===== config.mk =====
export PLATFORM = sky130hd
export DESIGN_NAME = second_pipe_top
export DESIGN_NICKNAME = d
export VERILOG_FILES = /design/src/second_pipe_pkg.sv /design/src/issue_capture.sv /design/src/inst_decode.sv /design/src/pipe_stage.sv /design/src/alu_execute.sv /design/src/result_handshake.sv /design/src/second_pipe_top.sv
export VERILOG_INCLUDE_DIRS = /design/src
export SDC_FILE = /design/constraint.sdc
export NUM_CORES = 1
export LEC_CHECK = 0
export ABC_CLOCK_PERIOD_IN_PS = 10700
export BUFFER_PORTS_ARGS = -buffer_cell sky130_fd_sc_hd__clkbuf_2
export CORE_UTILIZATION = 45
export DETAILED_ROUTE_END_ITERATION = 7
export PLACE_DENSITY_LB_ADDON = 0.15
export SLEW_MARGIN = 5
export SYNTH_ARGS = -nofsm -noshare
export SYNTH_HDL_FRONTEND = slang
export SYNTH_SLANG_ARGS = --single-unit

===== constraint.sdc =====
create_clock -name clk -period 10.7 [get_ports clk]
set_input_delay 1.07 -clock clk [delete_from_list [all_inputs] [get_ports clk]]
set_output_delay 1.07 -clock clk [all_outputs]
set_load 0.005 [all_outputs]

===== src/second_pipe_consts.svh =====
`ifndef SECOND_PIPE_CONSTS_SVH
`define SECOND_PIPE_CONSTS_SVH

// datapath widths
`define DATA_W          32
`define REG_ADDR_W      5
`define EXC_W           14
`define ALU_OP_W        5

// exception vector bit positions
`define EXC_OV_BIT      1
`define EXC_RI_BIT      2
`define EXC_IADDR_BIT   6

// primary opcodes, instr[31:26]
`define OPC_RTYPE       6'b000000
`define OPC_ADDI        6'b001000
`define OPC_ADDIU       6'b001001
`define OPC_SLTI        6'b001010
`define OPC_SLTIU       6'b001011
`define OPC_ANDI        6'b001100
`define OPC_ORI         6'b001101
`define OPC_XORI        6'b001110
`define OPC_LUI         6'b001111

// r-type function codes, instr[5:0]
`define FN_SLL          6'b000000
`define FN_SRL          6'b000010
`define FN_SRA          6'b000011
`define FN_SLLV         6'b000100
`define FN_SRLV         6'b000110
`define FN_SRAV         6'b000111
`define FN_ADD          6'b100000
`define FN_ADDU         6'b100001
`define FN_SUB          6'b100010
`define FN_SUBU         6'b100011
`define FN_AND          6'b100100
`define FN_OR           6'b100101
`define FN_XOR          6'b100110
`define FN_NOR          6'b100111
`define FN_SLT          6'b101010
`define FN_SLTU         6'b101011

// operand source select, a and b
`define SRC_RS_RT       2'b00
`define SRC_RS_IMM      2'b01
`define SRC_IMM_RT      2'b10

`endif


===== src/second_pipe_pkg.sv =====
`include "second_pipe_consts.svh"

package second_pipe_pkg;

    // alu operations, immediate forms share the register ops
    typedef enum logic [`ALU_OP_W-1:0] {
        op_none = 5'd0,
        op_add  = 5'd1,
        op_addu = 5'd2,
        op_sub  = 5'd3,
        op_subu = 5'd4,
        op_slt  = 5'd5,
        op_sltu = 5'd6,
        op_and  = 5'd7,
        op_or   = 5'd8,
        op_xor  = 5'd9,
        op_nor  = 5'd10,
        op_sll  = 5'd11,
        op_srl  = 5'd12,
        op_sra  = 5'd13,
        op_lui  = 5'd14
    } alu_op_t;

    // decode to execute payload
    typedef struct packed {
        alu_op_t                op;
        logic [`DATA_W-1:0]     a;
        logic [`DATA_W-1:0]     b;
        logic                   wr_en;
        logic [`REG_ADDR_W-1:0] wr_addr;
        logic [`EXC_W-1:0]      exc;
    } dec_t;

    // execute to result payload
    typedef struct packed {
        logic                   wr_en;
        logic [`REG_ADDR_W-1:0] wr_addr;
        logic [`DATA_W-1:0]     wr_data;
        logic [`EXC_W-1:0]      exc;
    } res_t;

endpackage


===== src/issue_capture.sv =====
`include "second_pipe_consts.svh"

module issue_capture (
    input  logic                  clk,
    input  logic                  reset,
    input  logic                  in_req,
    output logic                  in_ack,
    input  logic [`DATA_W-1:0]    instr,
    input  logic [`DATA_W-1:0]    pc,
    input  logic [`DATA_W-1:0]    rs_val,
    input  logic [`DATA_W-1:0]    rt_val,
    input  logic [`EXC_W-1:0]     exc_in,
    input  logic                  is_nop,
    output logic                  cap_valid,
    input  logic                  cap_ready,
    output logic [`DATA_W-1:0]    cap_instr,
    output logic [`DATA_W-1:0]    cap_pc,
    output logic [`DATA_W-1:0]    cap_rs_val,
    output logic [`DATA_W-1:0]    cap_rt_val,
    output logic [`EXC_W-1:0]     cap_exc,
    output logic                  cap_is_nop
);

    // idle -> holding on req, holding -> acked once taken downstream
    typedef enum logic [1:0] {st_idle, st_hold, st_acked} cap_state_t;

    cap_state_t state;

    always_ff @(posedge clk) begin
        if (reset) begin
            state <= st_idle;
        end else begin
            case (state)
                st_idle:  if (in_req) state <= st_hold;
                st_hold:  if (cap_ready) state <= st_acked;
                // wait for the sender to drop req
                st_acked: if (!in_req) state <= st_idle;
                default:  state <= st_idle;
            endcase
        end
    end

    // payload copy, sender holds data stable while req is high
    always_ff @(posedge clk) begin
        if (state == st_idle && in_req) begin
            cap_instr  <= instr;
            cap_pc     <= pc;
            cap_rs_val <= rs_val;
            cap_rt_val <= rt_val;
            cap_exc    <= exc_in;
            cap_is_nop <= is_nop;
        end
    end

    assign cap_valid = (state == st_hold);
    // ack straight from state, so it is a registered output
    assign in_ack    = (state == st_acked);

endmodule


===== src/inst_decode.sv =====
`include "second_pipe_consts.svh"

module inst_decode (
    input  logic [`DATA_W-1:0]   instr,
    input  logic [`DATA_W-1:0]   pc,
    input  logic [`DATA_W-1:0]   rs_val,
    input  logic [`DATA_W-1:0]   rt_val,
    input  logic [`EXC_W-1:0]    exc_in,
    input  logic                 is_nop,
    output second_pipe_pkg::dec_t dec
);

    // instruction fields
    logic [5:0]             opcode;
    logic [5:0]             funct;
    logic [`REG_ADDR_W-1:0] rt;
    logic [`REG_ADDR_W-1:0] rd;
    logic [4:0]             shamt;
    logic [15:0]            imm16;

    // control from the opcode table
    second_pipe_pkg::alu_op_t op;
    logic [1:0]             src;
    logic                   sign_ext;
    logic                   use_rd;
    logic                   legal;
    logic [`DATA_W-1:0]     imm_ext;

    assign opcode = instr[31:26];
    assign rt     = instr[20:16];
    assign rd     = instr[15:11];
    assign shamt  = instr[10:6];
    assign imm16  = instr[15:0];
    assign funct  = instr[5:0];

    always_comb begin
        op       = second_pipe_pkg::op_none;
        src      = `SRC_RS_RT;
        sign_ext = 1'b0;
        use_rd   = 1'b0;
        legal    = 1'b1;
        // a nop decodes to nothing and is never reserved
        if (!is_nop) begin
            case (opcode)
                `OPC_RTYPE: begin
                    use_rd = 1'b1;
                    case (funct)
                        `FN_ADD:  op = second_pipe_pkg::op_add;
                        `FN_ADDU: op = second_pipe_pkg::op_addu;
                        `FN_SUB:  op = second_pipe_pkg::op_sub;
                        `FN_SUBU: op = second_pipe_pkg::op_subu;
                        `FN_SLT:  op = second_pipe_pkg::op_slt;
                        `FN_SLTU: op = second_pipe_pkg::op_sltu;
                        `FN_AND:  op = second_pipe_pkg::op_and;
                        `FN_OR:   op = second_pipe_pkg::op_or;
                        `FN_XOR:  op = second_pipe_pkg::op_xor;
                        `FN_NOR:  op = second_pipe_pkg::op_nor;
                        `FN_SLLV: op = second_pipe_pkg::op_sll;
                        `FN_SRLV: op = second_pipe_pkg::op_srl;
                        `FN_SRAV: op = second_pipe_pkg::op_sra;
                        // fixed shifts take shamt as operand a
                        `FN_SLL: begin
                            op  = second_pipe_pkg::op_sll;
                            src = `SRC_IMM_RT;
                        end
                        `FN_SRL: begin
                            op  = second_pipe_pkg::op_srl;
                            src = `SRC_IMM_RT;
                        end
                        `FN_SRA: begin
                            op  = second_pipe_pkg::op_sra;
                            src = `SRC_IMM_RT;
                        end
                        default: legal = 1'b0;
                    endcase
                end
                `OPC_ADDI: begin
                    op       = second_pipe_pkg::op_add;
                    src      = `SRC_RS_IMM;
                    sign_ext = 1'b1;
                end
                `OPC_ADDIU: begin
                    op       = second_pipe_pkg::op_addu;
                    src      = `SRC_RS_IMM;
                    sign_ext = 1'b1;
                end
                `OPC_SLTI: begin
                    op       = second_pipe_pkg::op_slt;
                    src      = `SRC_RS_IMM;
                    sign_ext = 1'b1;
                end
                `OPC_SLTIU: begin
                    op       = second_pipe_pkg::op_sltu;
                    src      = `SRC_RS_IMM;
                    sign_ext = 1'b1;
                end
                // logical immediates are zero extended
                `OPC_ANDI: begin
                    op  = second_pipe_pkg::op_and;
                    src = `SRC_RS_IMM;
                end
                `OPC_ORI: begin
                    op  = second_pipe_pkg::op_or;
                    src = `SRC_RS_IMM;
                end
                `OPC_XORI: begin
                    op  = second_pipe_pkg::op_xor;
                    src = `SRC_RS_IMM;
                end
                `OPC_LUI: begin
                    op  = second_pipe_pkg::op_lui;
                    src = `SRC_IMM_RT;
                end
                default: legal = 1'b0;
            endcase
        end
    end

    // r-type immediate is only ever the shift amount
    assign imm_ext = (opcode == `OPC_RTYPE) ? {{(`DATA_W-5){1'b0}}, shamt} :
                     sign_ext ? {{(`DATA_W-16){imm16[15]}}, imm16} :
                     {{(`DATA_W-16){1'b0}}, imm16};

    always_comb begin
        dec.op      = op;
        dec.wr_en   = legal && !is_nop;
        // i-type writes rt, r-type writes rd
        dec.wr_addr = use_rd ? rd : rt;
        case (src)
            `SRC_RS_IMM: begin
                dec.a = rs_val;
                dec.b = imm_ext;
            end
            `SRC_IMM_RT: begin
                dec.a = imm_ext;
                dec.b = rt_val;
            end
            default: begin
                dec.a = rs_val;
                dec.b = rt_val;
            end
        endcase
        dec.exc = exc_in;
        if (!legal) dec.exc[`EXC_RI_BIT] = 1'b1;
        // misaligned fetch flags regardless of the opcode
        if (pc[1:0] != 2'b00) dec.exc[`EXC_IADDR_BIT] = 1'b1;
    end

endmodule


===== src/pipe_stage.sv =====
module pipe_stage #(
    parameter type payload_t = logic
) (
    input  logic     clk,
    input  logic     reset,
    input  logic     in_valid,
    output logic     in_ready,
    input  payload_t in_data,
    output logic     out_valid,
    input  logic     out_ready,
    output payload_t out_data
);

    // can take a new item when empty or draining this cycle
    assign in_ready = !out_valid || out_ready;

    always_ff @(posedge clk) begin
        if (reset) begin
            out_valid <= 1'b0;
        end else if (in_valid && in_ready) begin
            out_valid <= 1'b1;
        end else if (out_ready) begin
            out_valid <= 1'b0;
        end
    end

    // payload only moves on an input transfer
    always_ff @(posedge clk) begin
        if (in_valid && in_ready) begin
            out_data <= in_data;
        end
    end

endmodule


===== src/alu_execute.sv =====
`include "second_pipe_consts.svh"

module alu_execute (
    input  second_pipe_pkg::dec_t dec,
    output second_pipe_pkg::res_t res
);

    logic [`DATA_W-1:0] sum;
    logic [`DATA_W-1:0] diff;
    logic [4:0]         sh;
    logic               add_ovf;
    logic               sub_ovf;
    logic [`DATA_W-1:0] result;
    logic               ovf;

    assign sum  = dec.a + dec.b;
    assign diff = dec.a - dec.b;
    // shift count from operand a, shifted value is operand b
    assign sh   = dec.a[4:0];

    // same-sign inputs with a sign change in the sum
    assign add_ovf = (dec.a[`DATA_W-1] == dec.b[`DATA_W-1]) &&
                     (sum[`DATA_W-1] != dec.a[`DATA_W-1]);
    // opposite-sign inputs with a sign change against a
    assign sub_ovf = (dec.a[`DATA_W-1] != dec.b[`DATA_W-1]) &&
                     (diff[`DATA_W-1] != dec.a[`DATA_W-1]);

    always_comb begin
        ovf = 1'b0;
        case (dec.op)
            second_pipe_pkg::op_add: begin
                result = sum;
                ovf    = add_ovf;
            end
            second_pipe_pkg::op_addu: result = sum;
            second_pipe_pkg::op_sub: begin
                result = diff;
                ovf    = sub_ovf;
            end
            second_pipe_pkg::op_subu: result = diff;
            second_pipe_pkg::op_slt:
                result = {{(`DATA_W-1){1'b0}}, ($signed(dec.a) < $signed(dec.b))};
            second_pipe_pkg::op_sltu:
                result = {{(`DATA_W-1){1'b0}}, (dec.a < dec.b)};
            second_pipe_pkg::op_and:  result = dec.a & dec.b;
            second_pipe_pkg::op_or:   result = dec.a | dec.b;
            second_pipe_pkg::op_xor:  result = dec.a ^ dec.b;
            second_pipe_pkg::op_nor:  result = ~(dec.a | dec.b);
            second_pipe_pkg::op_sll:  result = dec.b << sh;
            second_pipe_pkg::op_srl:  result = dec.b >> sh;
            second_pipe_pkg::op_sra:  result = $unsigned($signed(dec.b) >>> sh);
            // immediate arrives as operand a
            second_pipe_pkg::op_lui:  result = dec.a << 16;
            default:                  result = '0;
        endcase
    end

    always_comb begin
        res.wr_en   = dec.wr_en;
        res.wr_addr = dec.wr_addr;
        res.wr_data = result;
        res.exc     = dec.exc;
        // other exception bits pass through untouched
        if (ovf) res.exc[`EXC_OV_BIT] = 1'b1;
    end

endmodule


===== src/result_handshake.sv =====
`include "second_pipe_consts.svh"

module result_handshake (
    input  logic                   clk,
    input  logic                   reset,
    input  logic                   res_valid,
    output logic                   res_ready,
    input  second_pipe_pkg::res_t  res,
    output logic                   out_req,
    input  logic                   out_ack,
    output logic                   wr_en,
    output logic [`REG_ADDR_W-1:0] wr_addr,
    output logic [`DATA_W-1:0]     wr_data,
    output logic [`EXC_W-1:0]      exc_out
);

    // idle -> req on accept, req -> release on ack, release -> idle on ack low
    typedef enum logic [1:0] {st_idle, st_req, st_release} out_state_t;

    out_state_t state;

    // a new result may enter as soon as ack is seen low again
    assign res_ready = (state == st_idle) || (state == st_release && !out_ack);

    always_ff @(posedge clk) begin
        if (reset) begin
            state <= st_idle;
        end else begin
            case (state)
                st_idle:    if (res_valid) state <= st_req;
                st_req:     if (out_ack) state <= st_release;
                st_release: if (!out_ack) state <= res_valid ? st_req : st_idle;
                default:    state <= st_idle;
            endcase
        end
    end

    // held stable for the whole req phase
    always_ff @(posedge clk) begin
        if (res_valid && res_ready) begin
            // any exception kills the register write
            wr_en   <= res.wr_en && (res.exc == '0);
            wr_addr <= res.wr_addr;
            wr_data <= res.wr_data;
            exc_out <= res.exc;
        end
    end

    assign out_req = (state == st_req);

endmodule


===== src/second_pipe_top.sv =====
`include "second_pipe_consts.svh"

module second_pipe_top (
    input  logic                   clk,
    input  logic                   reset,
    input  logic                   in_req,
    output logic                   in_ack,
    input  logic [`DATA_W-1:0]     instr,
    input  logic [`DATA_W-1:0]     pc,
    input  logic [`DATA_W-1:0]     rs_val,
    input  logic [`DATA_W-1:0]     rt_val,
    input  logic [`EXC_W-1:0]      exc_in,
    input  logic                   is_nop,
    output logic                   out_req,
    input  logic                   out_ack,
    output logic                   wr_en,
    output logic [`REG_ADDR_W-1:0] wr_addr,
    output logic [`DATA_W-1:0]     wr_data,
    output logic [`EXC_W-1:0]      exc_out
);

    // capture side
    logic                cap_valid;
    logic                cap_ready;
    logic [`DATA_W-1:0]  cap_instr;
    logic [`DATA_W-1:0]  cap_pc;
    logic [`DATA_W-1:0]  cap_rs_val;
    logic [`DATA_W-1:0]  cap_rt_val;
    logic [`EXC_W-1:0]   cap_exc;
    logic                cap_is_nop;

    // stage links
    second_pipe_pkg::dec_t dec_in;
    second_pipe_pkg::dec_t dec_q;
    second_pipe_pkg::res_t res_in;
    second_pipe_pkg::res_t res_q;
    logic                s1_valid;
    logic                s1_ready;
    logic                s2_valid;
    logic                s2_ready;

    issue_capture u_capture (
        .clk(clk), .reset(reset), .in_req(in_req), .in_ack(in_ack),
        .instr(instr), .pc(pc), .rs_val(rs_val), .rt_val(rt_val),
        .exc_in(exc_in), .is_nop(is_nop),
        .cap_valid(cap_valid), .cap_ready(cap_ready),
        .cap_instr(cap_instr), .cap_pc(cap_pc), .cap_rs_val(cap_rs_val),
        .cap_rt_val(cap_rt_val), .cap_exc(cap_exc), .cap_is_nop(cap_is_nop)
    );

    inst_decode u_decode (
        .instr(cap_instr), .pc(cap_pc), .rs_val(cap_rs_val), .rt_val(cap_rt_val),
        .exc_in(cap_exc), .is_nop(cap_is_nop), .dec(dec_in)
    );

    // stage 1 holds decoded operands
    pipe_stage #(.payload_t(second_pipe_pkg::dec_t)) u_stage1 (
        .clk(clk), .reset(reset),
        .in_valid(cap_valid), .in_ready(cap_ready), .in_data(dec_in),
        .out_valid(s1_valid), .out_ready(s1_ready), .out_data(dec_q)
    );

    alu_execute u_execute (
        .dec(dec_q), .res(res_in)
    );

    // stage 2 holds the alu result
    pipe_stage #(.payload_t(second_pipe_pkg::res_t)) u_stage2 (
        .clk(clk), .reset(reset),
        .in_valid(s1_valid), .in_ready(s1_ready), .in_data(res_in),
        .out_valid(s2_valid), .out_ready(s2_ready), .out_data(res_q)
    );

    result_handshake u_result (
        .clk(clk), .reset(reset),
        .res_valid(s2_valid), .res_ready(s2_ready), .res(res_q),
        .out_req(out_req), .out_ack(out_ack),
        .wr_en(wr_en), .wr_addr(wr_addr), .wr_data(wr_data), .exc_out(exc_out)
    );

endmodule


==> impl_metrics.csv <==
group,metric,value,unit
outcome,status,"complete, no violations",
routing,route.detailed.drc,0,
power,comb_power_share,16.0,%
min_path,min-delay-path-class,"flip-flop to flip-flop",
setup_path,rrSetupSlack,5550,ps
routing,routedWlPerCell,25.0,µm
power,power_leakage,8.67,nW
setup_path,rr_worst_depth,12,
power,p_per_area,145,nW/µm²
floorplan,fp.dieW,209,µm
cts,ctsHoldBuffers,0,
logic_synthesis,yosys_most_used_dff,"edfxtp_1",
logic_synthesis,synth_edf_count,300,
min_path,min_to,"u_result.wr_data[31]",
logic_synthesis,synthTopCellsByArea,"edfxtp_1 (47%), ha_1 (6.9%), mux4_2 (3.8%), nor2_1 (3.7%), a21oi_1 (3.3%)",
setup_path,crit_type,"flip-flop to flip-flop",
logic_synthesis,postSynthAreaPerCell,10.7,µm²
floorplan,core_area,42100,µm²
logic_synthesis,synth.most_common_cell,"edfxtp_1",
setup_path,r2r_start,"u_capture.cap_instr[28]",
cts,postCtsSetupRepairBufs,0,
finish,final_core_util,51.8,%
finish,syn_to_final_growth,12.7,%
power,p_clk_share,38.6,%
setup_path,crit_family,"simple AND/OR/NAND/NOR gates",
cts,numClockSinks,306,
min_path,worstHoldStart,"u_stage2.out_data[45]",
power,swShare,26.9,%
setup_path,path_buf_inv,1,
power,p_seq_share,45.4,%
floorplan,start_util,45.9,%
setup_path,cp.arrival,5560,ps
timing,setup_violations,0,
timing,tns,0,ps
cts,htree_levels,2,
setup_path,crit_chain,"nor4_1, nand2_1, or3_1, a2111oi_0, a21oi_1, or2_2, ha_1, nand2b_1, a21oi_1, inv_1, nor2_1, a21o_1",
cts,cts_buffers,34,
cts,clk_pin_slew_worst_paths,60,ps
cts,cts_max_path_buffers,3,
logic_synthesis,seq_area_frac_synth,47.2,%
logic_synthesis,synth-async-reset-ratio,0,%
floorplan,dieArea,43800,µm²
logic_synthesis,synth_top_cell_by_area,"edfxtp_1",
routing,routed_wl,62.2,mm
floorplan,row_count,75,
global_routing,grt_pass1_vias,15000,
setup_path,reg2reg_to,"u_stage1.out_data[41]",
floorplan,die_h,209,µm
finish,drive_gt1_share,18.3,%
routing,vias_per_cell,6.25,
placement,io_buffers,165,
global_routing,grt_max_degree,89,
setup_path,crit_path_end_kind,"flip-flop",
floorplan,io_pins,201,
routing,ant_nets,0,
setup_path,crit_fanout,16,
finish,nNetsFinal,2177,
finish,fillers,3736,
logic_synthesis,synthesis.area,19300,µm²
cts,ctsResizeCount,0,
setup_path,cp.required,11110,ps
timing,fin_crit_sh,48.1,%
timing,fin_worst_skew,15.0,ps
placement,gp_congestion,0.972,
timing,slew-limit-headroom,16.6,%
logic_synthesis,syn-num-nets,2065,
logic_synthesis,ys_warn_count,0,
timing,fmax,194,MHz
global_routing,antenna_found_initial,1,
global_routing,groute.usage.overall,28.2,%
routing,vias,15600,
setup_path,slowest_stage,"nor2_1",
routing,drtIter0Drc,1620,
logic_synthesis,ys_seq_elements,306,
cts,cts_root_buffer,"clkbuf_16",
logic_synthesis,yosysUniqueCellTypes,92,
setup_path,crit_path_frequent_cell,"a21oi_1",
run,maxCapViolCount,0,
timing,grt_setup_unrepaired,"false",
cts,clk_latency,560,ps
logic_synthesis,synth_top_area_share,46.6,%
cts,cts_tree,"done",
min_path,hold_path_depth,0,
power,peakVddDrop,0.144,mV
timing,hold_viol,0,
logic_synthesis,synthTopCellsByCount,"edfxtp_1 (300), nor2_1 (190), a21oi_1 (126)",
placement,dp_hpwl,44.4,mm
setup_path,critPathMaxStageDelay,910,ps
power,p_switching,0.000852,W
global_routing,grt_overflow,0,
logic_synthesis,syn_inst,1810,
timing,min_period,5150,ps
setup_path,start_kind,"flip-flop",
timing,worstMarginPinSlew,1240,ps
timing,slew_viol_final,0,
power,internal_power,0.00232,W
routing,firstDrtPassIters,6,
global_routing,grt_pass1_wl,92.5,mm
==> registers in the layout, indices dropped and copies added (netlist names) <==
| register | flops |
|---|---|
| u_capture.cap_exc | 14 |
| u_capture.cap_instr | 27 |
| u_capture.cap_is_nop | 1 |
| u_capture.cap_pc | 2 |
| u_capture.cap_rs_val | 32 |
| u_capture.cap_rt_val | 32 |
| u_capture.state | 2 |
| u_result.exc_out | 14 |
| u_result.state | 2 |
| u_result.wr_addr | 5 |
| u_result.wr_data | 32 |
| u_result.wr_en | 1 |
| u_stage1.out_data | 88 |
| u_stage1.out_valid | 1 |
| u_stage2.out_data | 52 |
| u_stage2.out_valid | 1 |
==> through the flow <==
step	cells	area (µm²)	hold WS, ps	worst slack, ps	power (W)
after floorplan	1810	19300	400	1110	0.00179
after global placement	2425	20600	401	5580	0.00195
after detailed placement	2425	20600	405	5520	0.00196
after CTS	2486	21800	419	5520	0.00319
after global routing	2487	21800	419	5160	0.00329
final	2488	21800	416	5550	0.00317
==> per-layer routing <==
metal | global-route usage (%) | up-vias | wire length [µm]
met5 | 0 | - | 0
met4 | 11.9 | 0 | 2660
met3 | 7.11 | 145 | 5860
met2 | 43.5 | 740 | 27400
met1 | 37.8 | 7571 | 26200
li1 | - | 7106 | -
==> layout by cell type, fill, tap and decap left out, types with 22 or more instances in the layout <==
master     count
a211oi_1      22
a21o_1        51
a21oi_1      126
a221oi_1      22
a22o_1        33
buf_4         37
clkbuf_16     34
clkbuf_2     165
edfxtp_1     300
ha_1         106
inv_1         96
mux2i_1       60
mux4_2        33
nand2_1      114
nand3_1       26
nor2_1       187
nor3_1        31
o21ai_0      109
==> area by class of cell <==
type / count / area (µm²) / share of cell area [%]
multi-input cells: 1277 / 9330 / 42.8
flip-flops and latches: 306 / 9130 / 41.8
repair buffers: 202 / 1100 / 5.06
clock buffers: 39 / 870 / 3.99
well taps: 539 / 674 / 3.09
inverters: 101 / 383 / 1.76
clock inverters: 22 / 323 / 1.48
diodes: 2 / 5.00 / 0.0229
==> power by group through the flow <==
stage / logic, W / clock network [W] / registers (W)
detailed placement: 0.000495 / 0 / 0.00146
floorplan: 0.000346 / 0 / 0.00145
global route: 0.000548 / 0.00130 / 0.00144
finish: 0.000506 / 0.00122 / 0.00144
global placement: 0.000492 / 0 / 0.00146
CTS: 0.000498 / 0.00125 / 0.00144
==> worst max path at each step <==
| stage | startpoint | to | slack [ps] | cells after the start |
|---|---|---|---|---|
| after floorplan | in_req | u_capture.cap_exc[0] | 1110 | 1 |
| after global placement | u_capture.cap_instr[28] | u_stage1.out_data[44] | 5580 | 12 |
| after detailed placement | u_capture.cap_instr[28] | u_stage1.out_data[42] | 5520 | 12 |
| after CTS | u_capture.cap_instr[28] | u_stage1.out_data[41] | 5520 | 12 |
| after global routing | u_capture.cap_instr[28] | u_stage1.out_data[48] | 5160 | 12 |
| final | u_capture.cap_instr[28] | u_stage1.out_data[41] | 5550 | 12 |
==> kinds of logic (layout without fill, tap and decap cells) <==
family / count (synthesis) / after routing / share of synthesized area (%)
other cells: 0 / 2 / 0
buf+inv: 227 / 364 / 4.83
compound gates: 575 / 575 / 20.8
flops: 306 / 306 / 47.2
fa+ha+maj: 108 / 108 / 7.06
mux: 122 / 122 / 8.81
xor+xnor: 7 / 7 / 0.317
simple gates: 465 / 465 / 11.0
Note: power is estimated with default switching activity, not from simulation.
